[src/hdl/tv_pkg.sv]
package tv_pkg;

   //////////////////////////////////////////////////
   // Bus address map
   //////////////////////////////////////////////////

   localparam logic [21:0] fb_base  = 22'o17000000;  // Frame buffer, matched on bits 21..15
   localparam logic [21:0] reg_base = 22'o17377760;  // Eight control registers, bits 21..3
   localparam int          fb_addr_w = 15;           // Word offset inside the frame buffer

   //////////////////////////////////////////////////
   // Video timing, 1280 x 1024 at 60 Hz
   //////////////////////////////////////////////////

   localparam int h_visible = 1280;                  // Clocks per line
   localparam int h_front   = 48;
   localparam int h_sync    = 112;
   localparam int h_back    = 248;
   localparam int h_total   = h_visible + h_front + h_sync + h_back;  // 1688

   localparam int v_visible = 1024;                  // Lines per frame
   localparam int v_front   = 1;
   localparam int v_sync    = 3;
   localparam int v_back    = 38;
   localparam int v_total   = v_visible + v_front + v_sync + v_back;  // 1066

   // Centered 768 x 896 window
   localparam int words_per_line = 24;
   localparam int win_left   = 256;
   localparam int win_width  = words_per_line * 32;   // 768
   localparam int win_top    = 64;
   localparam int win_height = 896;
   localparam int fb_words   = words_per_line * win_height;  // 21504

   //////////////////////////////////////////////////
   // Shared structs
   //////////////////////////////////////////////////

   typedef struct packed {
      logic [21:0] addr;
      logic [31:0] wdata;
      logic        write;                            // 1 = write, 0 = read
      logic        req;
   } bus_req_t;

   typedef struct packed {
      logic                 en;                      // Access this cycle
      logic                 we;
      logic [fb_addr_w-1:0] addr;
      logic [31:0]          wdata;
   } fb_port_t;

   typedef struct packed {
      logic [10:0] hcount;
      logic [10:0] vcount;
      logic        hsync;                            // Active high
      logic        vsync;                            // Active high
      logic        blank;                            // Outside 1280 x 1024
      logic        in_win;                           // Inside the frame buffer window
      logic        line_start;                       // hcount == 0
      logic        vblank_start;                     // First cycle of line 1024
   } video_timing_t;

   typedef struct packed {
      logic pixel;
      logic hsync;
      logic vsync;
      logic blank;
   } video_out_t;

   // Register offset 0, int_enable is bit 0
   typedef struct packed {
      logic [29:0] spare;                            // Read back as written
      logic        invert;                           // Swap black and white
      logic        int_enable;                       // Vertical blank interrupt
   } tv_ctrl_t;

endpackage

[src/hdl/tv_bus_slave.sv]
`timescale 1ns/1ps

module tv_bus_slave
   import tv_pkg::*;
(
   input  logic          clk,
   input  logic          reset,
   input  bus_req_t      bus,
   input  logic [31:0]   fb_rdata,
   input  video_timing_t timing,
   output logic          decode,
   output logic          ack,
   output logic [31:0]   dataout,
   output fb_port_t      fb,
   output tv_ctrl_t      ctrl,
   output logic          interrupt
);

   logic        in_fb;                               // Address hits the frame buffer
   logic        in_reg;                              // Address hits the register block
   logic [1:0]  busy;                                // Ack pipeline
   logic        reg_wr;
   logic        rd_pend;                             // Read issued last cycle
   logic        rd_fb;                               // ... and it went to the frame buffer
   logic [2:0]  rd_off;                              // ... register offset of that read
   logic [31:0] reg_rdata;

   //////////////////////////////////////////////////
   // Decode
   //////////////////////////////////////////////////

   assign in_fb  = bus.addr[21:15] == fb_base[21:15];
   assign in_reg = bus.addr[21:3] == reg_base[21:3];
   assign decode = bus.req & (in_fb | in_reg);
   assign reg_wr = decode & in_reg & bus.write;

   // Frame buffer port, driven in the decode cycle
   assign fb.en    = decode & in_fb;
   assign fb.we    = bus.write;
   assign fb.addr  = bus.addr[fb_addr_w-1:0];
   assign fb.wdata = bus.wdata;

   assign ack = busy[1];                             // Two cycles after decode

   always_ff @(posedge clk)
   begin
      if (reset)
      begin
         busy    <= 2'b00;
         rd_pend <= 1'b0;
      end
      else
      begin
         busy    <= {busy[0], decode};
         rd_pend <= decode & ~bus.write;
      end
   end

   always_ff @(posedge clk)
   begin
      if (decode & ~bus.write)
      begin
         rd_fb  <= in_fb;
         rd_off <= bus.addr[2:0];
      end
   end

   //////////////////////////////////////////////////
   // Registers and read data
   //////////////////////////////////////////////////

   always_comb
   begin
      case (rd_off)
         3'd0:    reg_rdata = ctrl;
         3'd1:    reg_rdata = {31'b0, interrupt};    // Status, bit 0 pending
         default: reg_rdata = 32'b0;
      endcase
   end

   // RAM word arrives the cycle after decode, hold until the next read
   always_ff @(posedge clk)
   begin
      if (rd_pend)
         dataout <= rd_fb ? fb_rdata : reg_rdata;
   end

   always_ff @(posedge clk)
   begin
      if (reset)
      begin
         ctrl      <= '0;
         interrupt <= 1'b0;
      end
      else
      begin
         if (reg_wr && bus.addr[2:0] == 3'd0)
            ctrl <= bus.wdata;
         if (reg_wr && bus.addr[2:0] == 3'd1)
            interrupt <= 1'b0;                       // Any write to status clears
         if (timing.vblank_start && ctrl.int_enable)
            interrupt <= 1'b1;                       // New vblank wins over a clear
      end
   end

endmodule

[config.mk]
export PLATFORM = sky130hd
export DESIGN_NAME = tv_bus_slave
export DESIGN_NICKNAME = d
export VERILOG_FILES = /design/src/hdl/tv_pkg.sv /design/src/hdl/tv_bus_slave.sv
export SDC_FILE = /design/constraint.sdc
export NUM_CORES = 1
export LEC_CHECK = 0
export ABC_AREA = 1
export BUFFER_PORTS_ARGS = -buffer_cell sky130_fd_sc_hd__buf_2
export CORE_UTILIZATION = 46
export DETAILED_ROUTE_END_ITERATION = 16
export GPL_TIMING_DRIVEN = 0
export MAX_ROUTING_LAYER = met4
export PLACE_DENSITY = 0.86
export SLEW_MARGIN = 10
export SYNTH_ARGS = -nofsm -noshare
export SYNTH_HDL_FRONTEND = slang
export SYNTH_SLANG_ARGS = --single-unit
export TNS_END_PERCENT = 20
[constraint.sdc]
create_clock -name clk -period 4.2 [get_ports clk]
set_input_delay 0.63 -clock clk [delete_from_list [all_inputs] [get_ports clk]]
set_output_delay 0.63 -clock clk [all_outputs]
set_load 0.01 [all_outputs]
==> impl_metrics.json <==
{
  "clock_latency_ns": 0.33,
  "port_buffers": 206,
  "clock_path_buffers": 2,
  "seq_area_mm2": 0.00180,
  "num_antenna_cells": 0,
  "period_needed_ns": 2.08,
  "ys_types": 23,
  "fmax_mhz": 481,
  "finalSetupViolations": 0,
  "ys_seq_elements": 72,
  "coreArea_mm2": 0.00745,
  "ys.flop_type": "edfxtp_1",
  "track_usage_pct": 23.3,
  "min_path_cells": 2,
  "route.vias.total": 3332,
  "reg2reg_depth": 3,
  "finalMaxSlewViolations": 0,
  "synth_top_area_share_pct": 29.9,
  "cap_violations": 0,
  "postCtsHoldBufs": 0,
  "drc_errors": 0,
  "hold_violations": 0,
  "fin_cells": 734,
  "die_x_um": 90.7,
  "path_clk_slew_ns": 0.07,
  "cp.arrival_ns": 1.45,
  "num_rows": 31,
  "cts_made_buffers": 9,
  "start_kind": "input pin",
  "yosys.area.top_type": "edfxtp_1",
  "layout_commonest_cell": "buf_2",
  "wl_per_cell_um": 12.4,
  "die_h_um": 90.7,
  "status": "finished clean",
  "clock_sinks": 72,
  "postSynthAreaPerCell_um2": 8.77,
  "worst-path-max-fanout": 3,
  "grt_pass1_wl_um": 14700,
  "ioPinCount": 234,
  "drive_gt1_share_pct": 49.4,
  "synth.yosys.seq_area_share_pct": 49.8,
  "die-area_mm2": 0.00823,
  "hp-class": "reg -> reg",
  "cts.htree.levels": 3,
  "routed_wl_um": 9130,
  "grt_pass1_vias": 3271,
  "grt.overflow.total": 0,
  "async_flop_share_pct": 0,
  "skew_ns": 0.0131,
  "hpwl_um": 7000,
  "crit_required_ns": 3.57,
  "cts_resized": 0,
  "vias_per_cell": 4.54,
  "fin_ws_ns": 2.12,
  "nets": 748,
  "drtIter0Drc": 104,
  "tightest_slew_ns": 0.764,
  "start_util_pct": 48.6,
  "dp.cells": 718,
  "worst_setup_path_end_kind": "output pin",
  "syn_to_final_growth_pct": 36.3,
  "multi_input_area_mm2": 0.00117,
  "syn_nets": 531,
  "ant_nets": 0,
  "grt_start_max_net_pins": 33,
  "powerDensity_mw_per_mm2": 273,
  "final_cell_mix": "buf_2, nand2_1, nor2_1, buf_4, inv_1",
  "drt_pass1_iterations": 8,
  "crit_type": "in -> out",
  "post-place-ws_ns": 2.12,
  "synthCells": 413,
  "nFillCells": 628,
  "ys_warn_count": 0,
  "root_buffer": "clkbuf_8",
  "antenna_found_initial": 0,
  "cts_tree": "done",
  "routabilityCongestion": 0.813,
  "rsz0062_at_grt": "false",
  "timing.final.crit_share_pct": 49.5,
  "place_area_mm2": 0.00478,
  "synth_area_leaders": "edfxtp_1, dfxtp_1, nand2_1",
  "synth_edf_count": 36,
  "p_leak_uw": 0.00265,
  "cts_setup_buffers": 0,
  "finalInstanceArea_mm2": 0.00493,
  "max-slew-margin-rel_pct": 49.1,
  "netlist_area_mm2": 0.00362,
  "peakVddDrop_mv": 0.152,
  "tns_ns": 0
}
## path summary, 6_finish.rpt
kind                            slack [ns]      start           to
worst min register to register        0.43    busy[0]      busy[1]
worst min-delay path                  0.43    busy[0]      busy[1]
worst max register to register        2.61  rd_off[0]  dataout[13]
worst max-delay path                  2.12    bus[54]       decode
## synth_stat cells (2+ instances only)
master	n
o31ai_1	2
dfxtp_1	36
clkbuf_1	9
buf_6	6
edfxtp_1	36
buf_4	48
a21oi_1	3
nor2_1	73
inv_1	41
nor2_2	2
nand2_1	112
inv_2	2
o31ai_2	29
buf_2	5
## stage by stage
stage	utilization, %	hold slack [ns]	total power [µW]
2_1_floorplan	-	0.388	830
3_3_place_gp	64.1	0.403	904
3_5_place_dp	64.1	0.412	908
4_1_cts	66.3	0.429	1360
5_1_grt	66.3	0.446	1400
6_report	66.3	0.428	1350
## flip-flops by register name, indices dropped and copies added (netlist names)
signal,cells
interrupt,1
busy,2
dataout,32
rd_fb,1
rd_off,3
ctrl,32
rd_pend,1
## where the power goes
| group | leakage [µW] | total [µW] | switching [µW] | internal [µW] |
|---|---|---|---|---|
| clock | 0.0000801 | 454 | 241 | 212 |
| combinational | 0.00196 | 156 | 67.5 | 88.3 |
| sequential | 0.000611 | 736 | 0.217 | 736 |
| total | 0.00265 | 1350 | 309 | 1040 |
## layer usage
layer / GRT usage [%] / share of wire, %
met5: - / 0
met2: 41.6 / 53
met1: 25.8 / 39
met3: 4.04 / 5.9
met4: 8.87 / 1.7
## critical path, stage by stage
cell and delay [ns]:
buf_2 0.09, nand2_1 0.05, nor2_1 0.12, nand2_1 0.10
nor2_4 0.15, nand2_1 0.08, nand2_1 0.08, buf_2 0.13
## area by class of cell
class | instances | share of cell area (%)
flip-flops and latches | 72 | 36.5
multi-input cells | 229 | 23.7
repair buffers | 206 | 20.9
plain buffers | 69 | 9.94
inverters | 43 | 3.27
clock buffers | 12 | 2.74
well taps | 99 | 2.51
clock inverters | 4 | 0.456
## logic make-up (layout without fill, tap and decap cells)
logic type	after synthesis	in the layout	synth area share, %
simple gates	194	194	21.3
flops	72	72	49.8
buf+inv	112	334	18.0
compound gates	35	35	11.0
Note: power is estimated with default switching activity, not from simulation.
