$ cat config.mk
export PLATFORM = sky130hd
export DESIGN_NAME = tv_scan_fsm
export DESIGN_NICKNAME = d
export VERILOG_FILES = /design/src/hdl/tv_pkg.sv /design/src/hdl/tv_scan_fsm.sv
export SDC_FILE = /design/constraint.sdc
export NUM_CORES = 1
export LEC_CHECK = 0
export ABC_AREA = 1
export BUFFER_PORTS_ARGS = -buffer_cell sky130_fd_sc_hd__clkbuf_2
export CAP_MARGIN = 20
export CORE_AREA = 2 2 83 85
export CTS_BUF_LIST = sky130_fd_sc_hd__clkbuf_16
export DETAILED_ROUTE_END_ITERATION = 6
export DIE_AREA = 0 0 85 87
export PLACE_DENSITY = 0.79
export SLEW_MARGIN = 20
export SYNTH_ARGS = -nofsm -noshare
export SYNTH_HDL_FRONTEND = slang
export SYNTH_SLANG_ARGS = --single-unit
$ cat constraint.sdc
create_clock -name clk -period 2.2 [get_ports clk]
set_input_delay 0.11 -clock clk [delete_from_list [all_inputs] [get_ports clk]]
set_output_delay 0.11 -clock clk [all_outputs]
set_load 0.02 [all_outputs]
$ cat src/hdl/tv_pkg.sv
package tv_pkg;

   //////////////////////////////////////////////////
   // Bus address map
   //////////////////////////////////////////////////

   localparam logic [21:0] fb_base  = 22'o17000000;  // Frame buffer, matched on bits 21..15
   localparam logic [21:0] reg_base = 22'o17377760;  // Eight control registers, bits 21..3
   localparam int          fb_addr_w = 15;           // Word offset inside the frame buffer

   //////////////////////////////////////////////////
   // Video timing, 1280 x 1024 at 60 Hz
   //////////////////////////////////////////////////

   localparam int h_visible = 1280;                  // Clocks per line
   localparam int h_front   = 48;
   localparam int h_sync    = 112;
   localparam int h_back    = 248;
   localparam int h_total   = h_visible + h_front + h_sync + h_back;  // 1688

   localparam int v_visible = 1024;                  // Lines per frame
   localparam int v_front   = 1;
   localparam int v_sync    = 3;
   localparam int v_back    = 38;
   localparam int v_total   = v_visible + v_front + v_sync + v_back;  // 1066

   // Centered 768 x 896 window
   localparam int words_per_line = 24;
   localparam int win_left   = 256;
   localparam int win_width  = words_per_line * 32;   // 768
   localparam int win_top    = 64;
   localparam int win_height = 896;
   localparam int fb_words   = words_per_line * win_height;  // 21504

   //////////////////////////////////////////////////
   // Shared structs
   //////////////////////////////////////////////////

   typedef struct packed {
      logic [21:0] addr;
      logic [31:0] wdata;
      logic        write;                            // 1 = write, 0 = read
      logic        req;
   } bus_req_t;

   typedef struct packed {
      logic                 en;                      // Access this cycle
      logic                 we;
      logic [fb_addr_w-1:0] addr;
      logic [31:0]          wdata;
   } fb_port_t;

   typedef struct packed {
      logic [10:0] hcount;
      logic [10:0] vcount;
      logic        hsync;                            // Active high
      logic        vsync;                            // Active high
      logic        blank;                            // Outside 1280 x 1024
      logic        in_win;                           // Inside the frame buffer window
      logic        line_start;                       // hcount == 0
      logic        vblank_start;                     // First cycle of line 1024
   } video_timing_t;

   typedef struct packed {
      logic pixel;
      logic hsync;
      logic vsync;
      logic blank;
   } video_out_t;

   // Register offset 0, int_enable is bit 0
   typedef struct packed {
      logic [29:0] spare;                            // Read back as written
      logic        invert;                           // Swap black and white
      logic        int_enable;                       // Vertical blank interrupt
   } tv_ctrl_t;

endpackage

$ cat src/hdl/tv_scan_fsm.sv
`timescale 1ns/1ps

module tv_scan_fsm
   import tv_pkg::*;
(
   input  logic                 clk,
   input  logic                 reset,
   input  video_timing_t        timing,
   input  tv_ctrl_t             ctrl,
   input  logic [31:0]          scan_rdata,
   output logic [fb_addr_w-1:0] scan_addr,
   output video_out_t           video
);

   typedef enum logic [1:0] {s_idle, s_prefetch, s_shift} state_t;

   state_t               state;                      // Shift trails the window flag by one clock
   logic [4:0]           pix_cnt;                    // Pixel within the current word
   logic                 fetch;                      // First pixel of a 32-pixel group
   logic [fb_addr_w-1:0] word_addr;                  // Next frame word to fetch
   logic [31:0]          shreg;                      // Current word shifted out LSB first
   logic                 first_d1;                   // Word on scan_rdata this cycle
   logic                 hsync_d1;
   logic                 vsync_d1;
   logic                 blank_d1;
   logic                 bit_now;

   //////////////////////////////////////////////////
   // Line state and fetch
   //////////////////////////////////////////////////

   always_ff @(posedge clk)
   begin
      if (reset || timing.vblank_start)
         state <= s_idle;
      else
      begin
         case (state)
            s_idle:                                  // Wait for the top window line
               if (timing.line_start && timing.vcount == 11'(win_top))
                  state <= s_prefetch;
            s_prefetch:                              // Left margin of a window line
               if (timing.in_win)
                  state <= s_shift;
               else if (timing.line_start && timing.vcount == 11'(win_top + win_height))
                  state <= s_idle;
            s_shift:
               if (!timing.in_win)
                  state <= s_prefetch;
            default:
               state <= s_idle;
         endcase
      end
   end

   assign fetch     = state != s_idle && timing.in_win && pix_cnt == 5'd0;
   assign scan_addr = word_addr;                     // Word lands on scan_rdata next cycle

   always_ff @(posedge clk)
   begin
      if (reset)
      begin
         pix_cnt   <= 5'd0;
         word_addr <= '0;
      end
      else
      begin
         pix_cnt <= timing.in_win ? pix_cnt + 5'd1 : 5'd0;  // Wraps every 32
         if (timing.vblank_start)
            word_addr <= '0;                         // Frame restart
         else if (fetch)
            word_addr <= word_addr + 1'b1;           // Lines are contiguous
      end
   end

   //////////////////////////////////////////////////
   // Two-stage output pipeline
   //////////////////////////////////////////////////

   always_ff @(posedge clk)
   begin
      if (reset)
      begin
         first_d1 <= 1'b0;
         hsync_d1 <= 1'b0;
         vsync_d1 <= 1'b0;
         blank_d1 <= 1'b1;
      end
      else
      begin
         first_d1 <= fetch;
         hsync_d1 <= timing.hsync;
         vsync_d1 <= timing.vsync;
         blank_d1 <= timing.blank;
      end
   end

   assign bit_now = first_d1 ? scan_rdata[0] : shreg[0];

   // Load on the group's first pixel, otherwise shift right
   always_ff @(posedge clk)
      shreg <= first_d1 ? {1'b0, scan_rdata[31:1]} : {1'b0, shreg[31:1]};

   always_ff @(posedge clk)
   begin
      if (reset)
         video <= '{pixel: 1'b0, hsync: 1'b0, vsync: 1'b0, blank: 1'b1};
      else
      begin
         video.pixel <= (state == s_shift) & (bit_now ^ ctrl.invert);  // Margins stay black
         video.hsync <= hsync_d1;
         video.vsync <= vsync_d1;
         video.blank <= blank_d1;
      end
   end

endmodule

==> run metrics, run 1 <==
outcome finished clean; type of origin of the critical path register; GR Util met1 15.8%; cell mode on critical path nand3_1; Detailed Place HPWL approximately 3700 microns; htree depth 3; number of flops mapped to enable cells by yosys 0; Final min period approximately 1500 ps; Hold-fix buffers, CTS 7; fin. max-slew vios 0; die height 87 microns; CP max-delay cell dfxtp_1; largest net degree at the start of global routing 26; synthesized flop and latch total 61; post-route clock period utilization about 67%; top cells by count, synth dfxtp_1, nand2_1, nor2_1, inv_1, mux2_2; Flop pwr share a little over two fifths; Least-Margin Pin Slew 375 ps; nets@finish between 400 and 500; P_leak 1.55 nW; WHS Path Cells 2; Comb pwr share 3.9%; GR met2 Demand/Resource between 20% and 30%; starting density of the core 38.7%; worst path cell trace ha_1 > nand3_1 > nor2_4 > nand3_1 > inv_1 > nand3_1 > nand2_1 > nor2_1; largest cells by area after synthesis dfxtp_1, mux2_2, nand2_1, nor2_1, inv_1; crit-path max FO 6; layout cells sized above 1 between 30% and 40%; Critical Path End Type register; Net Sw Power roughly 0.00053 W; Layout Cells excl Fill 455; core area around 0.0066 sq mm; Synth Flop Type dfxtp_1; Min-Delay Path Class primary input to register; routed vias/inst about 4.7; total global routing overflow 0; FP Rows 30; Residual DRC 0; most common cell in the netlist dfxtp_1; Clock Skews between 3 and 4 ps; Sw Ratio about a fifth; area share of the largest cell type after synthesis 48.0%; Rel. slew slack about three quarters; Clock power frac approximately 53%; full die area 0.00740 sq mm; Worst Path Required ~2400 ps; setup-violating endpoint count in the final report 0; XOR/XNOR share of the synthesized area just over 1%; WS Path Type register to register; clock latency on the worst-skew pair between 300 and 400 ps; Syn Inst Count around 290; register area share after synthesis between 40% and 50%; vias in the first global route between 2000 and 2500; Yosys Warn Count 0; drt pass-1 iters 6; Avg Inst Size Synth 8.87 sq um; synthesized area 0.00254 sq mm; FF-to-FF path depth 8; first-pass GRT wire length between 8000 and 9000 microns; Yosys cell types 32; Tot GR Track Use about 15%; total CTS buffers 9; RSZ-0062 raised after global routing false; io pins approximately 110; CTS Sinks approximately 60; ANT cells 0; drt wl/cell ~11 microns; P_int around 0.0020 W; GR Layer Usage met3 6.82%; post-synth top area cell dfxtp_1; initial antenna violation count 0; Max-Cap Viols 0; mux share of post-synthesis cell area 13.3%; fill cell count about 600; setup TNS 0 ps; largest family of logic cells by synthesized area simple AND/OR/NAND/NOR gates; chip width around 85 microns; Clock Root Buffer clkbuf_16; port buffer count 70; Fin. Hold Viols 0; net count after synthesis 384; CTS resizes 0; Final GP Congestion 0.853; CP Data Arrival Time between 1500 and 2000 ps; Iter 0 DRT Violations 53; async set-reset flop share out of synthesis 0%; complex-gate fraction of the synthesized area 5.01%; simple-gate share of the synthesized area about a quarter; via count between 2000 and 2500; Post-DRT Antenna Nets 0; worst ir drop on vdd 0.519 mV; f_max 0.674 GHz; Synth Area in Adders 1.47%; Syn-to-layout area delta 30.8%; final WL roughly 5000 microns; grt peak-use layer met2; Bufs on Longest Clock Path 2; post-CTS setup buffers 0; CTS tree yes; Inst Count DP 432; PwrDens about 770 mW/mm^2; Worst-path clk slew roughly 50 ps; CP max stage delay between 400 and 500 ps
[cells by family after synthesis]
logic type	after synthesis
AOI/OAI and AO/OA	22
muxes	30
xor gates and xnor gates	3
and+or+nand+nor	125
DFF	61
adders and majority gates	3
buffers and inverters	43
[cell usage in the layout (no fill, tap or decap), types with 3 or more instances in the layout]
cell type	synthesis	routed
a21oi_1	10	10
clkbuf_16	0	9
clkbuf_2	0	70
clkinv_1	1	3
dfxtp_1	61	61
dlygate4sd3_1	0	7
ha_1	3	3
inv_1	34	34
mux2_2	30	30
nand2_1	45	45
nand3_1	18	18
nand4_1	7	7
nor2_1	35	35
nor3_1	5	5
o21ai_0	7	7
[per-layer routing]
layer / wire (microns) / vias up
met2: 2380 / 68
li1: - / 1100
met3: 402 / 13
met4: 116 / 0
met1: 2080 / 946
met5: 0 / -
[flip-flops by register name, indices dropped and copies added (netlist names)]
register   cells
hsync_d1       1
blank_d1       1
first_d1       1
video          4
vsync_d1       1
scan_addr     15
pix_cnt        5
state          2
shreg         31
[metrics by stage]
| stage | worst slack (ps) | utilization, % | cell area, sq um | power, W | hold WS, ps |
|---|---|---|---|---|---|
| 2_1_floorplan | 712 | - | 2540 | 0.00117 | 203 |
| 3_3_place_gp | 757 | 45.2 | 2970 | 0.00123 | 298 |
| 3_5_place_dp | 730 | 45.2 | 2970 | 0.00123 | 300 |
| 4_1_cts | 720 | 50.7 | 3330 | 0.00260 | 0.160 |
| 5_1_grt | 576 | 50.7 | 3330 | 0.00265 | 2.91 |
| 6_report | 716 | 50.7 | 3330 | 0.00256 | 10.6 |
[final timing paths]
| kind | startpoint | end | slack [ps] |
|---|---|---|---|
| setup / recovery | scan_addr[0]$_SDFFE_PP0P_ | scan_addr[12]$_SDFFE_PP0P_ | 720 |
| hold / removal | scan_rdata[20] | shreg[19]$_DFF_P_ | 10 |
| setup reg to reg | scan_addr[0]$_SDFFE_PP0P_ | scan_addr[12]$_SDFFE_PP0P_ | 720 |
| hold reg to reg | vsync_d1$_SDFF_PP0_ | video[1]$_SDFF_PP0_ | 400 |
[final cells by class]
type	count	area, sq um	share of cell area, %
sequential	61	1220	36.7
multi-input combinational	183	1140	34.4
timing repair buffer	78	428	12.9
clock buffer	9	225	6.76
inverter	37	144	4.32
tap	80	100	3.01
clock inverter	7	66.3	1.99
[critical path, delay by kind of cell (launching register included)]
family | cells | cell delay [ps]
flip-flops | 1 | 410
AND/OR/NAND/NOR | 6 | 640
buffers and inverters | 1 | 90
adder cells (fa/ha/maj) | 1 | 240
[power groups by stage]
stage / clock network (W) / logic, W / registers (W)
floorplan: 0 / 0.0000294 / 0.00114
global placement: 0 / 0.0000874 / 0.00114
detailed placement: 0 / 0.0000906 / 0.00114
CTS: 0.00138 / 0.000101 / 0.00112
global route: 0.00142 / 0.000113 / 0.00112
finish: 0.00135 / 0.0000998 / 0.00112
(Power assumes the default switching activity.)
==> run 2, diff against run 1 <==
==> constraint.sdc (replaced) <==
create_clock -name clk -period 1.41 [get_ports clk]
set_input_delay 0.0705 -clock clk [delete_from_list [all_inputs] [get_ports clk]]
set_output_delay 0.0705 -clock clk [all_outputs]
set_load 0.02 [all_outputs]
==> run metrics, run 2 (synthesized netlist as in run 1, its figures left out) <==
die height just under 90 microns; htree depth 3; Bufs on Longest Clock Path 2; P_leak around 1.7 nW; Post-DRT Antenna Nets 0; Clock Skews around 4.9 ps; drt pass-1 iters 4; CTS tree yes; setup TNS 0 ps; post-route clock period utilization between 90 and 100%; crit-path max FO 6; io pins approximately 110; Final GP Congestion 0.831; Clock Root Buffer clkbuf_16; full die area around 0.0074 sq mm; initial antenna violation count 0; GR Layer Usage met3 ~7.4%; type of origin of the critical path register; Critical Path End Type register; Inst Count DP 438; Tot Pwr about 0.004 W; clock latency on the worst-skew pair between 300 and 400 ps; Tot GR Track Use ~17%; first-pass GRT wire length between 9000 and 10000 microns; via count 2275; ANT cells 0; Largest Register shreg; grt peak-use layer met2; PwrDens ~1100 mW/mm^2; GR met2 Demand/Resource between 30% and 40%; final WL between 5000 and 6000 microns; outcome finished clean; CP Data Arrival Time around 1600 ps; Layout Cells excl Fill 493; total CTS buffers 9; Worst Path Required roughly 1700 ps; hold_ws approximately 50 ps; Detailed Place HPWL around 3800 microns; FP Rows 30; starting density of the core 38.7%; Iter 0 DRT Violations 57; drt wl/cell around 12 microns; Least-Margin Pin Slew approximately 340 ps; f_max approximately 0.76 GHz; Rel. slew slack between 70% and 80%; Fin. Hold Viols 0; GR Util met1 ~17%; Largest register FFs 31; Final min period ~1300 ps; core area between 0.006 and 0.007 sq mm; vias in the first global route 2239; nets@finish 505; routed vias/inst 4.61; setup-violating endpoint count in the final report 0; Worst-path clk slew approximately 50 ps; largest net degree at the start of global routing 34; Min-Delay Path Class primary input to register; Max-Cap Viols 0; fin. max-slew vios 0; layout cells sized above 1 a little under two fifths; Syn-to-layout area delta 46.3%; WS Path Type register to register; most frequent cells in the layout clkbuf_2, dfxtp_1, nand2_1, dlygate4sd3_1, nor2_1; worst ir drop on vdd roughly 1.2 mV; CTS Sinks ~60; total global routing overflow 0; most common cell after layout, fill and taps aside clkbuf_2; chip width 85 microns; port buffer count 70; Residual DRC 0
==> run 2: worst max-delay path, cell delays in order, from the launching register on <==
cell,delay [ps]
dfxtp_2,370
ha_4,150
nand3_2,90
nor2_4,210
buf_4,150
nand2_4,50
o21bai_2,100
nand2_1,50
nor2_1,70
==> run 2: cell type report <==
class                   count  area, sq um
multi-input cells         184         1180
repair buffers            115          788
inverters                  37          146
clock buffers               9          225
well taps                  80          100
flip-flops and latches     61         1230
fillers                   563         2850
clock inverters             7         51.3
==> run 2: path summary, 6_finish.rpt <==
kind | start | to | slack (ps) | cells past startpoint
worst min-delay path | timing[2] | state[1]$_SDFFE_PP0P_ | 50 | 3
worst min register to register | hsync_d1$_SDFF_PP0_ | video[2]$_SDFF_PP0_ | 400 | 2
worst max register to register | scan_addr[1]$_SDFFE_PP0P_ | scan_addr[8]$_SDFFE_PP0P_ | 100 | 8
worst max-delay path | scan_addr[1]$_SDFFE_PP0P_ | scan_addr[8]$_SDFFE_PP0P_ | 100 | 8
==> run 2: power by group <==
group	total, W	switching [W]	internal, W
Sequential	0.00174	0.00000388	0.00174
Clock	0.00198	0.000792	0.00119
Combinational	0.000233	0.0000913	0.000141
Total	0.00396	0.000887	0.00307
==> run 2: stage by stage <==
| stage | instance area (sq um) | util [%] | setup WS [ps] |
|---|---|---|---|
| final | 3720 | 56.7 | 98.7 |
| after global routing | 3720 | 56.7 | -0.0981 |
| after CTS | 3650 | 55.6 | 23.6 |
| after detailed placement | 3030 | 46.1 | 34.6 |
| after global placement | 3030 | 46.1 | 68.2 |
| after floorplan | 2550 | - | 34.1 |
==> run 2: routing by layer <==
metal	vias up	wire length, microns
met5	-	0
met4	0	120
met3	12	372
met2	71	3120
met1	1015	2320
li1	1177	-
==> run 2: timing repair <==
action	4_1_cts	5_1_grt
hold endpoints to repair	35	0
hold buffers	35	0
gates resized for setup	0	10
endpoints found under the setup margin	0	11
buffers inserted	0	3
==> run 3, diff against run 2 <==
--- a/config.mk
+++ b/config.mk
@@ -12,6 +12,7 @@
 export CTS_BUF_LIST = sky130_fd_sc_hd__clkbuf_16
 export DETAILED_ROUTE_END_ITERATION = 6
 export DIE_AREA = 0 0 85 87
+export MAX_ROUTING_LAYER = met4
 export PLACE_DENSITY = 0.79
 export SLEW_MARGIN = 20
 export SYNTH_ARGS = -nofsm -noshare
==> run metrics, run 3 (synthesized netlist as in run 1, its figures left out) <==
outcome finished clean; vias in the first global route 2237; final WL a little under 6000 microns; nets@finish around 510; worst slack at placement between 30 and 40 ps; fin. max-slew vios 0; port buffer count 70; Rel. slew slack just under 80%; f_max about 0.76 GHz; multi-input combinational cell area about 0.0012 sq mm; CTS tree yes; Residual DRC 0; largest net degree at the start of global routing 34; total global routing overflow 0; Final GP Congestion around 0.84; FF+latch area around 0.0012 sq mm; die height 87 microns; fin area approximately 0.0037 sq mm; hold_ws 51.2 ps; R2R Path End scan_addr[8]$_SDFFE_PP0P_; P_leak around 1.7 nW; Clock Skews 4.83 ps; full die area 0.00740 sq mm; Detailed Place HPWL between 3000 and 4000 microns; Max-Cap Viols 0; CP max-delay cell dfxtp_2; starting density of the core ~39%; initial antenna violation count 0; WS Path Type register to register; drt wl/cell around 12 microns; R2R setup slack 100 ps; core area 0.00657 sq mm; most common cell after layout, fill and taps aside clkbuf_2; total CTS buffers 9; Final WS setup 98.6 ps; layout cells sized above 1 37.0%; post-route clock period utilization slightly above 90%; Post-DRT Antenna Nets 0; Placed Area between 0.003 and 0.004 sq mm; CP max stage delay 370 ps; crit-path max FO 6; io pins 113; first-pass GRT wire length slightly below 10000 microns; setup-violating endpoint count in the final report 0; CTS Sinks 61; Iter 0 DRT Violations 56; routed vias/inst approximately 4.6; RR Startpoint scan_addr[1]$_SDFFE_PP0P_; PwrDens 1060 mW/mm^2; most frequent cells in the layout clkbuf_2, dfxtp_1, nand2_1, dlygate4sd3_1, nor2_1; Min-Delay Path Class primary input to register; worst ir drop on vdd between 1 and 1.5 mV; Largest register FFs 31; Clock Root Buffer clkbuf_16; FP Rows 30; clock latency on the worst-skew pair roughly 330 ps; FF-to-FF path depth 8; Syn-to-layout area delta 46.3%; Least-Margin Pin Slew approximately 340 ps; htree depth 3; CP Data Arrival Time between 1500 and 2000 ps; Worst Path Required ~1700 ps; startpoint of the worst hold path timing[2]; Largest Register shreg; via count ~2300; type of origin of the critical path register; chip width 85 microns; Fin. Hold Viols 0; Worst-path clk slew about 50 ps; WHS Path Cells 3; worst path cell trace ha_4 > nand3_2 > nor2_4 > buf_4 > nand2_4 > o21bai_2 > nand2_1 > nor2_1; drt pass-1 iters 4; Bufs on Longest Clock Path 2; Critical Path End Type register; Tot GR Track Use between 15 and 20%; Hold Path Sink state[1]$_SDFFE_PP0P_; fill cell count 563; Final min period 1310 ps; ANT cells 0
run 3: through the flow:
| step | total power [W] | instances | utilization, % | TNS [ps] |
|---|---|---|---|---|
| 5_1_grt | 0.00412 | 493 | 56.7 | -0.0981 |
| 4_1_cts | 0.00400 | 489 | 55.6 | 0 |
| 3_3_place_gp | 0.00192 | 438 | 46.1 | 0 |
| 2_1_floorplan | 0.00183 | 287 | - | 0 |
| 3_5_place_dp | 0.00192 | 438 | 46.1 | 0 |
| 6_report | 0.00396 | 493 | 56.7 | 0 |
run 3: how the worst max path moves through the flow:
stage	from	to	slack (ps)
3_5_place_dp	pix_cnt[1]$_SDFF_PP0_	scan_addr[6]$_SDFFE_PP0P_	30
5_1_grt	pix_cnt[1]$_SDFF_PP0_	scan_addr[1]$_SDFFE_PP0P_	-0.1
4_1_cts	pix_cnt[1]$_SDFF_PP0_	scan_addr[6]$_SDFFE_PP0P_	20
6_report	scan_addr[1]$_SDFFE_PP0P_	scan_addr[8]$_SDFFE_PP0P_	100
2_1_floorplan	scan_addr[0]$_SDFFE_PP0P_	scan_addr[12]$_SDFFE_PP0P_	30
3_3_place_gp	pix_cnt[1]$_SDFF_PP0_	scan_addr[6]$_SDFFE_PP0P_	70
run 3: what timing repair did:
action                     in CTS  in global routing
setup endpoints to repair       0                 11
hold buffers                   35                  0
gates resized for setup         0                 10
hold endpoints to repair       35                  0
setup buffers                   0                  3
run 3: worst max-delay path, delay by kind of cell (launching register included):
family | cells | cell delay (ps)
simple gates | 5 | 470
flops | 1 | 370
fa+ha+maj | 1 | 150
buf+inv | 1 | 150
compound gates | 1 | 100
run 3: cell type report:
class	instances	share of cell area [%]
clock inverter	7	1.38
clock buffer	9	6.05
tap	80	2.69
multi-input combinational	184	31.8
sequential	61	32.9
inverter	37	3.93
timing repair buffer	115	21.2
run 3: layer usage:
metal / part of all wire [%] / global-route usage (%) / vias up / wire [microns]
met3: 6.1 / 7.49 / 10 / 365
met1: 39 / 16.8 / 1018 / 2350
li1: - / - / 1177 / -
met4: 1.8 / 8.37 / 0 / 110
met2: 53 / 30.5 / 64 / 3140
met5: 0 / - / - / 0
run 3: where the power goes:
group,switching (W),internal [W]
sequential,0.00000387,0.00174
combinational,0.0000914,0.000141
clock,0.000796,0.00119
