--- src/hdl/tv_pkg.sv ---
package tv_pkg;

   //////////////////////////////////////////////////
   // Bus address map
   //////////////////////////////////////////////////

   localparam logic [21:0] fb_base  = 22'o17000000;  // Frame buffer, matched on bits 21..15
   localparam logic [21:0] reg_base = 22'o17377760;  // Eight control registers, bits 21..3
   localparam int          fb_addr_w = 15;           // Word offset inside the frame buffer

   //////////////////////////////////////////////////
   // Video timing, 1280 x 1024 at 60 Hz
   //////////////////////////////////////////////////

   localparam int h_visible = 1280;                  // Clocks per line
   localparam int h_front   = 48;
   localparam int h_sync    = 112;
   localparam int h_back    = 248;
   localparam int h_total   = h_visible + h_front + h_sync + h_back;  // 1688

   localparam int v_visible = 1024;                  // Lines per frame
   localparam int v_front   = 1;
   localparam int v_sync    = 3;
   localparam int v_back    = 38;
   localparam int v_total   = v_visible + v_front + v_sync + v_back;  // 1066

   // Centered 768 x 896 window
   localparam int words_per_line = 24;
   localparam int win_left   = 256;
   localparam int win_width  = words_per_line * 32;   // 768
   localparam int win_top    = 64;
   localparam int win_height = 896;
   localparam int fb_words   = words_per_line * win_height;  // 21504

   //////////////////////////////////////////////////
   // Shared structs
   //////////////////////////////////////////////////

   typedef struct packed {
      logic [21:0] addr;
      logic [31:0] wdata;
      logic        write;                            // 1 = write, 0 = read
      logic        req;
   } bus_req_t;

   typedef struct packed {
      logic                 en;                      // Access this cycle
      logic                 we;
      logic [fb_addr_w-1:0] addr;
      logic [31:0]          wdata;
   } fb_port_t;

   typedef struct packed {
      logic [10:0] hcount;
      logic [10:0] vcount;
      logic        hsync;                            // Active high
      logic        vsync;                            // Active high
      logic        blank;                            // Outside 1280 x 1024
      logic        in_win;                           // Inside the frame buffer window
      logic        line_start;                       // hcount == 0
      logic        vblank_start;                     // First cycle of line 1024
   } video_timing_t;

   typedef struct packed {
      logic pixel;
      logic hsync;
      logic vsync;
      logic blank;
   } video_out_t;

   // Register offset 0, int_enable is bit 0
   typedef struct packed {
      logic [29:0] spare;                            // Read back as written
      logic        invert;                           // Swap black and white
      logic        int_enable;                       // Vertical blank interrupt
   } tv_ctrl_t;

endpackage

--- src/hdl/tv_video_timer.sv ---
`timescale 1ns/1ps

module tv_video_timer
   import tv_pkg::*;
(
   input  logic          clk,
   input  logic          reset,
   output video_timing_t timing
);

   logic [10:0] hcount;
   logic [10:0] vcount;
   logic        h_wrap;                              // Last clock of the line
   logic        h_vis;
   logic        v_vis;
   logic        h_win;
   logic        v_win;

   //////////////////////////////////////////////////
   // Counters
   //////////////////////////////////////////////////

   assign h_wrap = hcount == 11'(h_total - 1);

   always_ff @(posedge clk)
   begin
      if (reset)
      begin
         hcount <= 11'd0;
         vcount <= 11'd0;
      end
      else if (h_wrap)
      begin
         hcount <= 11'd0;
         if (vcount == 11'(v_total - 1))
            vcount <= 11'd0;                         // Frame wrap
         else
            vcount <= vcount + 11'd1;
      end
      else
         hcount <= hcount + 11'd1;
   end

   //////////////////////////////////////////////////
   // Flags
   //////////////////////////////////////////////////

   assign h_vis = hcount < 11'(h_visible);
   assign v_vis = vcount < 11'(v_visible);
   assign h_win = hcount >= 11'(win_left) && hcount < 11'(win_left + win_width);
   assign v_win = vcount >= 11'(win_top) && vcount < 11'(win_top + win_height);

   always_comb
   begin
      timing.hcount = hcount;
      timing.vcount = vcount;
      // Sync pulses follow the front porch
      timing.hsync  = hcount >= 11'(h_visible + h_front)
                      && hcount < 11'(h_visible + h_front + h_sync);
      timing.vsync  = vcount >= 11'(v_visible + v_front)
                      && vcount < 11'(v_visible + v_front + v_sync);
      timing.blank  = ~(h_vis & v_vis);
      timing.in_win = h_win & v_win;
      timing.line_start   = hcount == 11'd0;
      timing.vblank_start = hcount == 11'd0 && vcount == 11'(v_visible);
   end

endmodule

--- config.mk ---
export PLATFORM = sky130hd
export DESIGN_NAME = tv_video_timer
export DESIGN_NICKNAME = d
export VERILOG_FILES = /design/src/hdl/tv_pkg.sv /design/src/hdl/tv_video_timer.sv
export SDC_FILE = /design/constraint.sdc
export NUM_CORES = 1
export LEC_CHECK = 0
export BUFFER_PORTS_ARGS = -buffer_cell sky130_fd_sc_hd__buf_2
export CORE_MARGIN = 4
export CORE_UTILIZATION = 49
export CTS_BUF_LIST = sky130_fd_sc_hd__clkbuf_2
export DETAILED_ROUTE_END_ITERATION = 10
export GPL_TIMING_DRIVEN = 1
export MAX_ROUTING_LAYER = met4
export PLACE_DENSITY = 0.8
export SYNTH_ARGS = -nofsm -noshare
export SYNTH_HDL_FRONTEND = slang
export SYNTH_SLANG_ARGS = --single-unit
--- constraint.sdc ---
create_clock -name clk -period 1.9 [get_ports clk]
set_input_delay 0.285 -clock clk [delete_from_list [all_inputs] [get_ports clk]]
set_output_delay 0.285 -clock clk [all_outputs]
set_load 0.01 [all_outputs]
==> summary.md, run 1 <==
| Metric | Value |
|---|---|
| Status | complete, but fails checks |
| Violated checks | design-rule violations, negative setup slack |
| DR DRC count | 2 |
| Fmax | 462 MHz |
| WL/cell | 19.3 µm |
| Layout overhead on the synthesized area | 55.7% |
| Die X-Extent | 56.7 µm |
| Max-slew violations | 0 |
| Detailed Place HPWL | 2450 µm |
| Critical path class | reg -> out |
| Ys Warns | 0 |
| CTS Buffer Depth | 2 |
| Hold WS | 115 ps |
| Crit end category | output port |
| Mapped Area | 0.00116 mm² |
| Vias per inst | 6.19 |
| CTS tree | yes |
| Std cell rows | 17 |
| Synthesized area per cell | 8.53 µm² |
| CP endpoint | timing[0] |
| Initial DRC Count | 83 |
| Cell taking the most area after synthesis | dfxtp_1 |
| Via count | 1399 |
| Worst reg-to-reg setup slack | -200 ps |
| Clock Sinks | 22 |
| Pint | 575 µW |
| Initial core utilization | 0.519 |
| FF-to-FF End | vcount[9] |
| Sw Share | 0.272 |
| FF-to-FF path depth | 6 |
| Clock share of power | 0.260 |
| Slack of the critical path | -263 ps |
| Unique masters post-synth | 32 |
| Worst-path clk slew | 230 ps |
| Gr usage total | 0.255 |
| Antenna Violating Nets Remaining | 0 |
| Fin Clk Skew | 4.20 ps |
| Worst hold path class | in -> reg |
| Final-report hold violation count | 0 |
| Synthesized instance count | 136 |
| Sequential area share after synthesis | 0.380 |
| Ant diodes | 0 |
| Relative slew margins | 0.725 |
| Area contributors post-synth | dfxtp_1, xor2_1, nor2_1 |
| Synthesized Nets | 143 |
| # IOs | 30 |
| Worst Max-Slew Pin Slew | 407 ps |
| Final WL | 4370 µm |
| Critical Path Fanout Max | 2 |
| Die area | 0.00321 mm² |
| Crit path time final | 2160 ps |
| Largest net degree at the start of global routing | 13 |
| Net switching power | 215 µW |
| LEAKAGE | 0.000785 µW |
| Worst Setup SP | vcount[6] |
| Arrival time worst endpoint | 1880 ps |
| Placer Congestion | 0.933 |
| I/O Buffers | 29 |
| Peak supply drop | 0.000610 V |
| Sequential power share | 0.597 |
| Core area | 0.00223 mm² |
| H-tree levels | 1 |
| Critical path data required time | 1620 ps |
| Max cap viols | 0 |
| Vias in the first global route | 1315 |
| PwrDens | 438 mW/mm² |
| # setup viols final | 9 |
| R2r startpoint | hcount[0] |
| Initial antenna violation count | 0 |
| Layout cells sized above 1 | 0.505 |
| Overall Power | 790 µW |
| Root buf cell | clkbuf_2 |
| Grt ovf | 0 |
| 1st-pass router iterations | 7 |
| RSZ-0062 raised after global routing | true |
| CP startpoint kind | flop |
| Skew-Pair Late Insertion Delay | 350 ps |
| NumNets Final | 206 |
| Combinational power share | 0.143 |
| Synth Register Bits | 22 |
| Top-area cell type share of the netlist area | 0.380 |
| First-pass GRT wire length | 6180 µm |
| CTS Buf Count | 3 |
| Dpl ws | -64.0 ps |
| Final core utilization | 0.808 |
| Crit share post-route | 1.14 |
| Die span in y | 56.7 µm |
## registers in the layout, summed over array words and instances, names as in the netlist
signal / cells
vcount: 11
hcount: 11
## layer usage
metal  track usage  wire, µm  part of all wire  vias to the layer above
li1              -         -                 -                      620
met1         0.279      1650              0.38                      656
met2         0.447      2170              0.50                       98
met3        0.0345       374             0.086                       25
met4         0.129       176             0.040                        0
met5             -         0                 0                        -
## cells by family after synthesis
| logic type | share of synthesized area |
|---|---|
| buf+inv | 0.0464 |
| compound gates | 0.0906 |
| flops | 0.380 |
| xor+xnor | 0.0982 |
| mux | 0.00863 |
| simple gates | 0.323 |
| fa+ha+maj | 0.0539 |
## synthesized netlist by cell type
cell type	count
buf_6	1
or3_1	5
dfxtp_1	22
mux2i_1	1
xnor2_1	5
o31ai_1	4
or4_1	5
ha_1	5
inv_1	9
nand2_1	6
a21oi_1	5
and3_1	4
nor3b_1	1
nand2b_1	1
and4b_1	1
and2_1	1
xor2_1	8
nand4b_1	1
nand3b_1	1
clkbuf_1	1
nand4_1	3
buf_2	1
o31ai_2	1
o311ai_0	2
o21ai_0	4
nor4b_1	1
and4_1	2
or3b_4	1
nor2_1	18
nor3_1	1
nor4_1	6
nand3_1	9
## worst min path at each step
stage	from	endpoint	slack, ps	cells past startpoint
6_report	reset	hcount[2]	110	2
5_1_grt	reset	hcount[2]	90	2
4_1_cts	reset	hcount[2]	90	2
3_5_place_dp	reset	hcount[2]	500	2
3_3_place_gp	reset	hcount[2]	480	2
2_1_floorplan	reset	hcount[2]	360	1
## cell usage in the layout (no fill, tap or decap), types with 4 or more instances in the layout
cell,synthesis,final
nor4_1,6,4
dfxtp_1,22,14
buf_2,1,28
nand3_1,9,7
xnor2_1,5,5
or3_4,0,4
nand2_1,6,6
or4_4,0,4
buf_4,0,23
dfxtp_2,0,7
nor2_1,18,18
inv_1,9,7
xor2_1,8,7
buf_6,1,10
## per-stage QoR
| stage | setup TNS (ps) | area [µm²] | cells |
|---|---|---|---|
| 2_1_floorplan | -630 | 1180 | 136 |
| 3_3_place_gp | -70.4 | 1520 | 214 |
| 3_5_place_dp | -223 | 1520 | 214 |
| 4_1_cts | -665 | 1700 | 225 |
| 5_1_grt | -1810 | 1810 | 226 |
| 6_report | -1220 | 1810 | 226 |
## power by group through the flow
stage               sequential (µW)  clock [µW]  combinational (µW)
floorplan                       486           0                24.4
global placement                480           0                59.1
detailed placement              480           0                60.7
CTS                             471         200                94.1
global route                    473         234                 120
finish                          472         205                 113
## worst max-delay path, cell delays in order (launching register included)
cell     delay [ps]
dfxtp_2         390
nor4_4          340
nand3_2         140
or3_4           360
nor3b_2         160
buf_2           150
## repair_timing
item | 4_1_cts | 5_1_grt
hold buffers | 0 | 0
buffers inserted | 7 | 1
hold endpoints to repair | 0 | 0
pin swaps | 8 | 9
resized for setup | 30 | 23
setup endpoints to repair | 9 | 16
## final cells by class
| class | instances | area, µm² |
|---|---|---|
| sequential | 22 | 453 |
| clock inverter | 1 | 3.75 |
| clock buffer | 3 | 15.0 |
| fill | 134 | 428 |
| inverter | 9 | 38.8 |
| multi-input combinational | 102 | 835 |
| tap | 28 | 35.0 |
| timing repair buffer | 61 | 425 |
Note: power is estimated with default switching activity, not from simulation.
==> run 2, diff against run 1 <==
ABC_AREA = 1   (was unset)
CORE_UTILIZATION = 51   (was 49)
==> summary.md, run 2 <==
| Metric | Value |
|---|---|
| Clock Sinks | 22 (unchanged) |
| Critical Path Fanout Max | 5 (+3) |
| Worst Setup SP | hcount[0] |
| Peak supply drop | 0.000377 V (-38%) |
| Post-CTS Setup Inserts | 0 (-7) |
| NumNets Final | 257 (+25%) |
| # hold bufs at CTS | 0 (unchanged) |
| I/O Buffers | 29 (unchanged) |
| Layout overhead on the synthesized area | 13.2% |
| LEAKAGE | 0.000778 µW (-0.94%) |
| Cell taking the most area after synthesis | dfxtp_1 |
| Antenna Violating Nets Remaining | 0 (unchanged) |
| Die area | 0.00367 mm² (+14%) |
| Sequential area share after synthesis | 0.313 (-0.0671) |
| Crit path time final | 1810 ps (-349 ps) |
| CTS Buffer Depth | 2 (unchanged) |
| Slack of the critical path | 85.9 ps (+349 ps) |
| Worst reg-to-reg setup slack | 220 ps (+420 ps) |
| Dpl ws | 252 ps (+316 ps) |
| Vias in the first global route | 1253 (-4.7%) |
| Detailed Place HPWL | 2540 µm (+3.5%) |
| Synthesized Nets | 227 (+59%) |
| Crit end category | output port |
| CP endpoint | timing[0] |
| Critical path class | reg -> out |
| Final WL | 3390 µm (-22%) |
| Arrival time worst endpoint | 1530 ps (-350 ps) |
| Fmax | 551 MHz (+19%) |
| CTS tree | yes |
| Relative slew margins | 0.777 (+0.0519) |
| Layout cells sized above 1 | 0.189 (-0.316) |
| Placer Congestion | 0.903 (-3.3%) |
| Initial core utilization | 0.554 (+0.0343) |
| Top-area cell type share of the netlist area | 0.313 (-0.0671) |
| Dpl cells | 275 (+29%) |
| FF-to-FF path depth | 8 (+2) |
| Status | complete, no violations |
| Ys Warns | 0 (unchanged) |
| Largest net degree at the start of global routing | 15 (+2) |
| Area contributors post-synth | dfxtp_1, nand2_1, nor2_1 |
| Std cell rows | 18 (+1) |
| Setup TNS | 0 ps (+1220 ps) |
| Commonest cells after routing, fill and taps aside | nand2_1, nor2_1, inv_1 |
| WL/cell | 12.2 µm (-37%) |
| Synth Register Bits | 22 (unchanged) |
| Via count | 1449 (+3.6%) |
| Number of synthesized flops with an enable pin | 0 (unchanged) |
| Die X-Extent | 60.6 µm (+6.9%) |
| Worst hold path class | in -> reg |
| Core area | 0.00254 mm² (+14%) |
| Hold WS | 116 ps (+1.41 ps) |
| Vias per inst | 5.19 (-16%) |
| Worst Max-Slew Pin Slew | 333 ps (-74.0 ps) |
| # IOs | 30 (unchanged) |
| Worst-path clk slew | 220 ps (about the same) |
| H-tree levels | 1 (unchanged) |
| First-pass GRT wire length | 5550 µm (-10%) |
| Initial antenna violation count | 0 (unchanged) |
| Skew-Pair Late Insertion Delay | 340 ps (about the same) |
| Synthesized area per cell | 6.40 µm² (-25%) |
| Commonest non-fill, non-tap cell in the layout | nand2_1 |
| PwrDens | 453 mW/mm² (+3.6%) |
| Die span in y | 60.6 µm (+6.9%) |
| Regs by FF count | hcount: 11 flops, vcount: 11 flops |
| CP startpoint kind | flop |
| Root buf cell | clkbuf_2 |
| Commonest cells post-synth | nand2_1, nor2_1, inv_1, nand3_1, dfxtp_1 |
| Fin Clk Skew | 15.2 ps (+11.0 ps) |
| Critical path data required time | 1620 ps (about the same) |
| Synthesized instance count | 220 (+62%) |
| Gr usage total | 0.201 (-0.0544) |
| Top_reg_cell synth | dfxtp_1 |
| 1st-pass router iterations | 4 (-3) |
| Final Cell Area | 0.00160 mm² (-12%) |
| Post-CTS sizing | 1 (-97%) |
| Grt ovf | 0 (unchanged) |
| Non-Filler Instances | 279 (+23%) |
| Unique masters post-synth | 26 (-19%) |
| Cell with the most instances after synthesis | nand2_1 |
| Max cap viols | 0 (unchanged) |
| # setup viols final | 0 (-9) |
| Initial DRC Count | 93 (+12%) |
| Max-slew violations | 0 (unchanged) |
| Crit share post-route | 0.955 (-0.184) |
| Final-report hold violation count | 0 (unchanged) |
| FF-to-FF End | vcount[2] |
| DR DRC count | 0 (-2) |
| R2r startpoint | hcount[0] |
| Ant diodes | 0 (unchanged) |
| RSZ-0062 raised after global routing | true |
| DP Area | 0.00156 mm² (+2.7%) |
| Async S/R FF share, synth | 0 (unchanged) |
| CTS Buf Count | 3 (unchanged) |
| Mapped Area | 0.00141 mm² (+21%) |
==> run 2: area by class of cell <==
cell class,count,area [µm²]
Sequential cell,22,445
Timing Repair Buffer,29,145
Clock buffer,3,15.0
Multi-Input combinational cell,162,828
Tap cell,30,37.5
Inverter,32,120
Clock inverter,1,3.75
Fill cell,252,950
==> run 2: cell families (layout without fill, tap and decap cells) <==
family,count (synthesis),after routing,synth area share
compound gates,15,15,0.0568
fa+ha+maj,5,5,0.0444
xor+xnor,3,3,0.0187
simple gates,139,139,0.457
flops,22,22,0.313
buf+inv,36,65,0.110
==> run 2: per-stage QoR <==
| stage | utilization | power [µW] |
|---|---|---|
| after global placement | 0.612 | 537 |
| final | 0.627 | 723 |
| after detailed placement | 0.612 | 539 |
| after global routing | 0.627 | 749 |
| after floorplan | - | 523 |
| after CTS | 0.621 | 734 |
==> run 2: layer usage <==
metal	track usage	up-vias	part of all wire
li1	-	757	-
met1	0.273	644	0.47
met2	0.311	46	0.47
met3	0.0468	2	0.057
met4	0.0279	0	0.0035
met5	-	-	0
==> run 2: power breakdown <==
group | switching, µW | internal, µW
clock | 147 | 45.7
sequential | 6.88 | 468
combinational | 35.8 | 19.8
==> run 2: how the worst min path moves through the flow <==
stage / slack (ps) / to / from / cells past startpoint
6_report: 120 / vcount[8] / reset / 2
5_1_grt: 100 / vcount[8] / reset / 2
4_1_cts: 110 / vcount[8] / reset / 2
3_5_place_dp: 490 / vcount[8] / reset / 2
3_3_place_gp: 450 / hcount[0] / hcount[0] / 1
2_1_floorplan: 350 / vcount[8] / reset / 1
==> run 2: worst max-delay path, cell delays in order (launching register included) <==
cell     delay [ps]
dfxtp_1         400
inv_1            70
ha_1            140
nand2_1          50
nor3_1          120
nand4_1         140
nor2_1          130
buf_2           140
==> run 3, diff against run 2 <==
CTS_BUF_LIST = sky130_fd_sc_hd__clkbuf_4 sky130_fd_sc_hd__clkbuf_8   (was sky130_fd_sc_hd__clkbuf_2)
SETUP_SLACK_MARGIN = 0.05   (was unset)
==> summary.md, run 3 (same netlist as run 2, synthesis figures left out) <==
| Metric | Value |
|---|---|
| Status | complete, no violations |
| LEAKAGE | 0.000791 µW (+1.7%) |
| CTS tree | yes |
| Skew-Pair Late Insertion Delay | 320 ps (-20 ps) |
| 1st-pass router iterations | 4 (unchanged) |
| Worst reg-to-reg setup slack | 280 ps (+60 ps) |
| FF-to-FF path depth | 8 (unchanged) |
| Final-report hold violation count | 0 (unchanged) |
| Detailed Place HPWL | 2540 µm (unchanged) |
| Commonest cells after routing, fill and taps aside | nand2_1, nor2_1, buf_2 |
| Core area | 0.00254 mm² (unchanged) |
| Worst-path clk slew | 120 ps (-100 ps) |
| Via count | 1452 (+0.21%) |
| Hold path depth | 2 (unchanged) |
| Vias per inst | 5.20 (+0.21%) |
| Std cell rows | 18 (unchanged) |
| Ant diodes | 0 (unchanged) |
| Worst hold start | reset |
| Root buf cell | clkbuf_4 |
| # IOs | 30 (unchanged) |
| Fin Clk Skew | 3.73 ps (-11.5 ps) |
| CTS Buffer Depth | 2 (unchanged) |
| Initial DRC Count | 75 (-19%) |
| Gr usage total | 0.203 (+0.00225) |
| Clock Sinks | 22 (unchanged) |
| NumNets Final | 257 (unchanged) |
| Grt ovf | 0 (unchanged) |
| R2r startpoint | hcount[0] |
| Placer Congestion | 0.903 (unchanged) |
| RSZ-0062 raised after global routing | true |
| Largest net degree at the start of global routing | 15 (unchanged) |
| Max cap viols | 0 (unchanged) |
| Critical path class | reg -> out |
| Regs by FF count | hcount: 11 flops, vcount: 11 flops |
| DR DRC count | 0 (unchanged) |
| Vias in the first global route | 1273 (+1.6%) |
| WL/cell | 12.2 µm (+0.29%) |
| Crit share post-route | 0.938 (-0.0172) |
| Max-slew violations | 0 (unchanged) |
| Commonest non-fill, non-tap cell in the layout | nand2_1 |
| FF-to-FF End | vcount[2] |
| Antenna Violating Nets Remaining | 0 (unchanged) |
| Initial core utilization | 0.554 (unchanged) |
| Layout overhead on the synthesized area | 15.1% |
| Setup TNS | 0 ps (unchanged) |
| Die X-Extent | 60.6 µm (unchanged) |
| Die span in y | 60.6 µm (unchanged) |
| Critical Path Fanout Max | 5 (unchanged) |
| Arrival time worst endpoint | 1500 ps (-30 ps) |
| Worst Max-Slew Pin Slew | 327 ps (-5.53 ps) |
| CTS Buf Count | 3 (unchanged) |
| Critical path data required time | 1620 ps (about the same) |
| PwrDens | 493 mW/mm² (+8.8%) |
| Final core utilization | 0.637 (+0.0103) |
| First-pass GRT wire length | 5580 µm (+0.63%) |
| Hold Path End | vcount[8] |
| Worst hold path class | in -> reg |
| Crit end category | output port |
| Crit path time final | 1780 ps (-32.7 ps) |
| Fmax | 561 MHz (+1.8%) |
| # fillers | 248 (-1.6%) |
| Final WL | 3400 µm (+0.29%) |
| I/O Buffers | 29 (unchanged) |
| Die area | 0.00367 mm² (unchanged) |
| Relative slew margins | 0.780 (+0.00371) |
| Initial antenna violation count | 0 (unchanged) |
| Layout cells sized above 1 | 0.213 (+0.0241) |
| # setup viols final | 0 (unchanged) |
| H-tree levels | 1 (unchanged) |
| Post-CTS Setup Inserts | 0 (unchanged) |
| CP startpoint kind | flop |
| Peak supply drop | 0.000388 V (+2.7%) |
run 3: changes by cell type in the layout (fill, tap and decap cells not counted), moves of 2 or more:
cell	delta
clkbuf_2	-3
clkbuf_4	+3
inv_1	-2
inv_2	+2
run 3: worst max path at each step:
stage,from,end,slack (ps),depth (start not counted)
3_3_place_gp,hcount[0],vcount[0],350,8
6_report,vcount[7],timing[0],120,6
4_1_cts,vcount[8],timing[0],90,6
3_5_place_dp,hcount[0],vcount[2],250,8
2_1_floorplan,hcount[0],vcount[0],460,8
5_1_grt,vcount[7],timing[0],20,6
run 3: worst max-delay path: stages, from the launching register on:
cell and delay [ps]:
dfxtp_2 360, inv_1 100, nand3_2 110, nor4_4 250
nand3_1 120, nor2_1 100, buf_2 140
run 3: through the flow:
step	instance area (µm²)	power, µW	setup slack, ps	hold WS (ps)	cells
after floorplan	1410	523	465	354	220
after global placement	1560	537	345	455	275
after detailed placement	1560	539	252	489	275
after CTS	1600	806	94.0	146	279
after global routing	1620	822	16.0	141	279
final	1620	799	119	143	279
run 3: cell type report:
class | instances | area (µm²) | area share
Tap cell | 30 | 37.5 | 0.0231
Timing Repair Buffer | 29 | 145 | 0.0895
Inverter | 32 | 120 | 0.0741
Clock buffer | 4 | 36.3 | 0.0224
Sequential cell | 22 | 447 | 0.275
Multi-Input combinational cell | 162 | 836 | 0.515
run 3: repair_timing:
action,CTS,global route
pin swaps,0,1
cloned,0,0
hold buffers,0,0
resized for setup,1,10
setup endpoints to repair,2,5
run 3: power by group:
part / total (µW) / switching, µW / leakage, µW / internal [µW]
Combinational: 55.5 / 35.5 / 0.000590 / 20.0
Sequential: 473 / 7.15 / 0.000180 / 466
Clock: 270 / 153 / 0.0000210 / 117
run 3: metal layers:
layer,track usage,part of all wire
met1,0.272,0.46
met2,0.308,0.46
met3,0.0468,0.067
met4,0.0526,0.013
met5,-,0
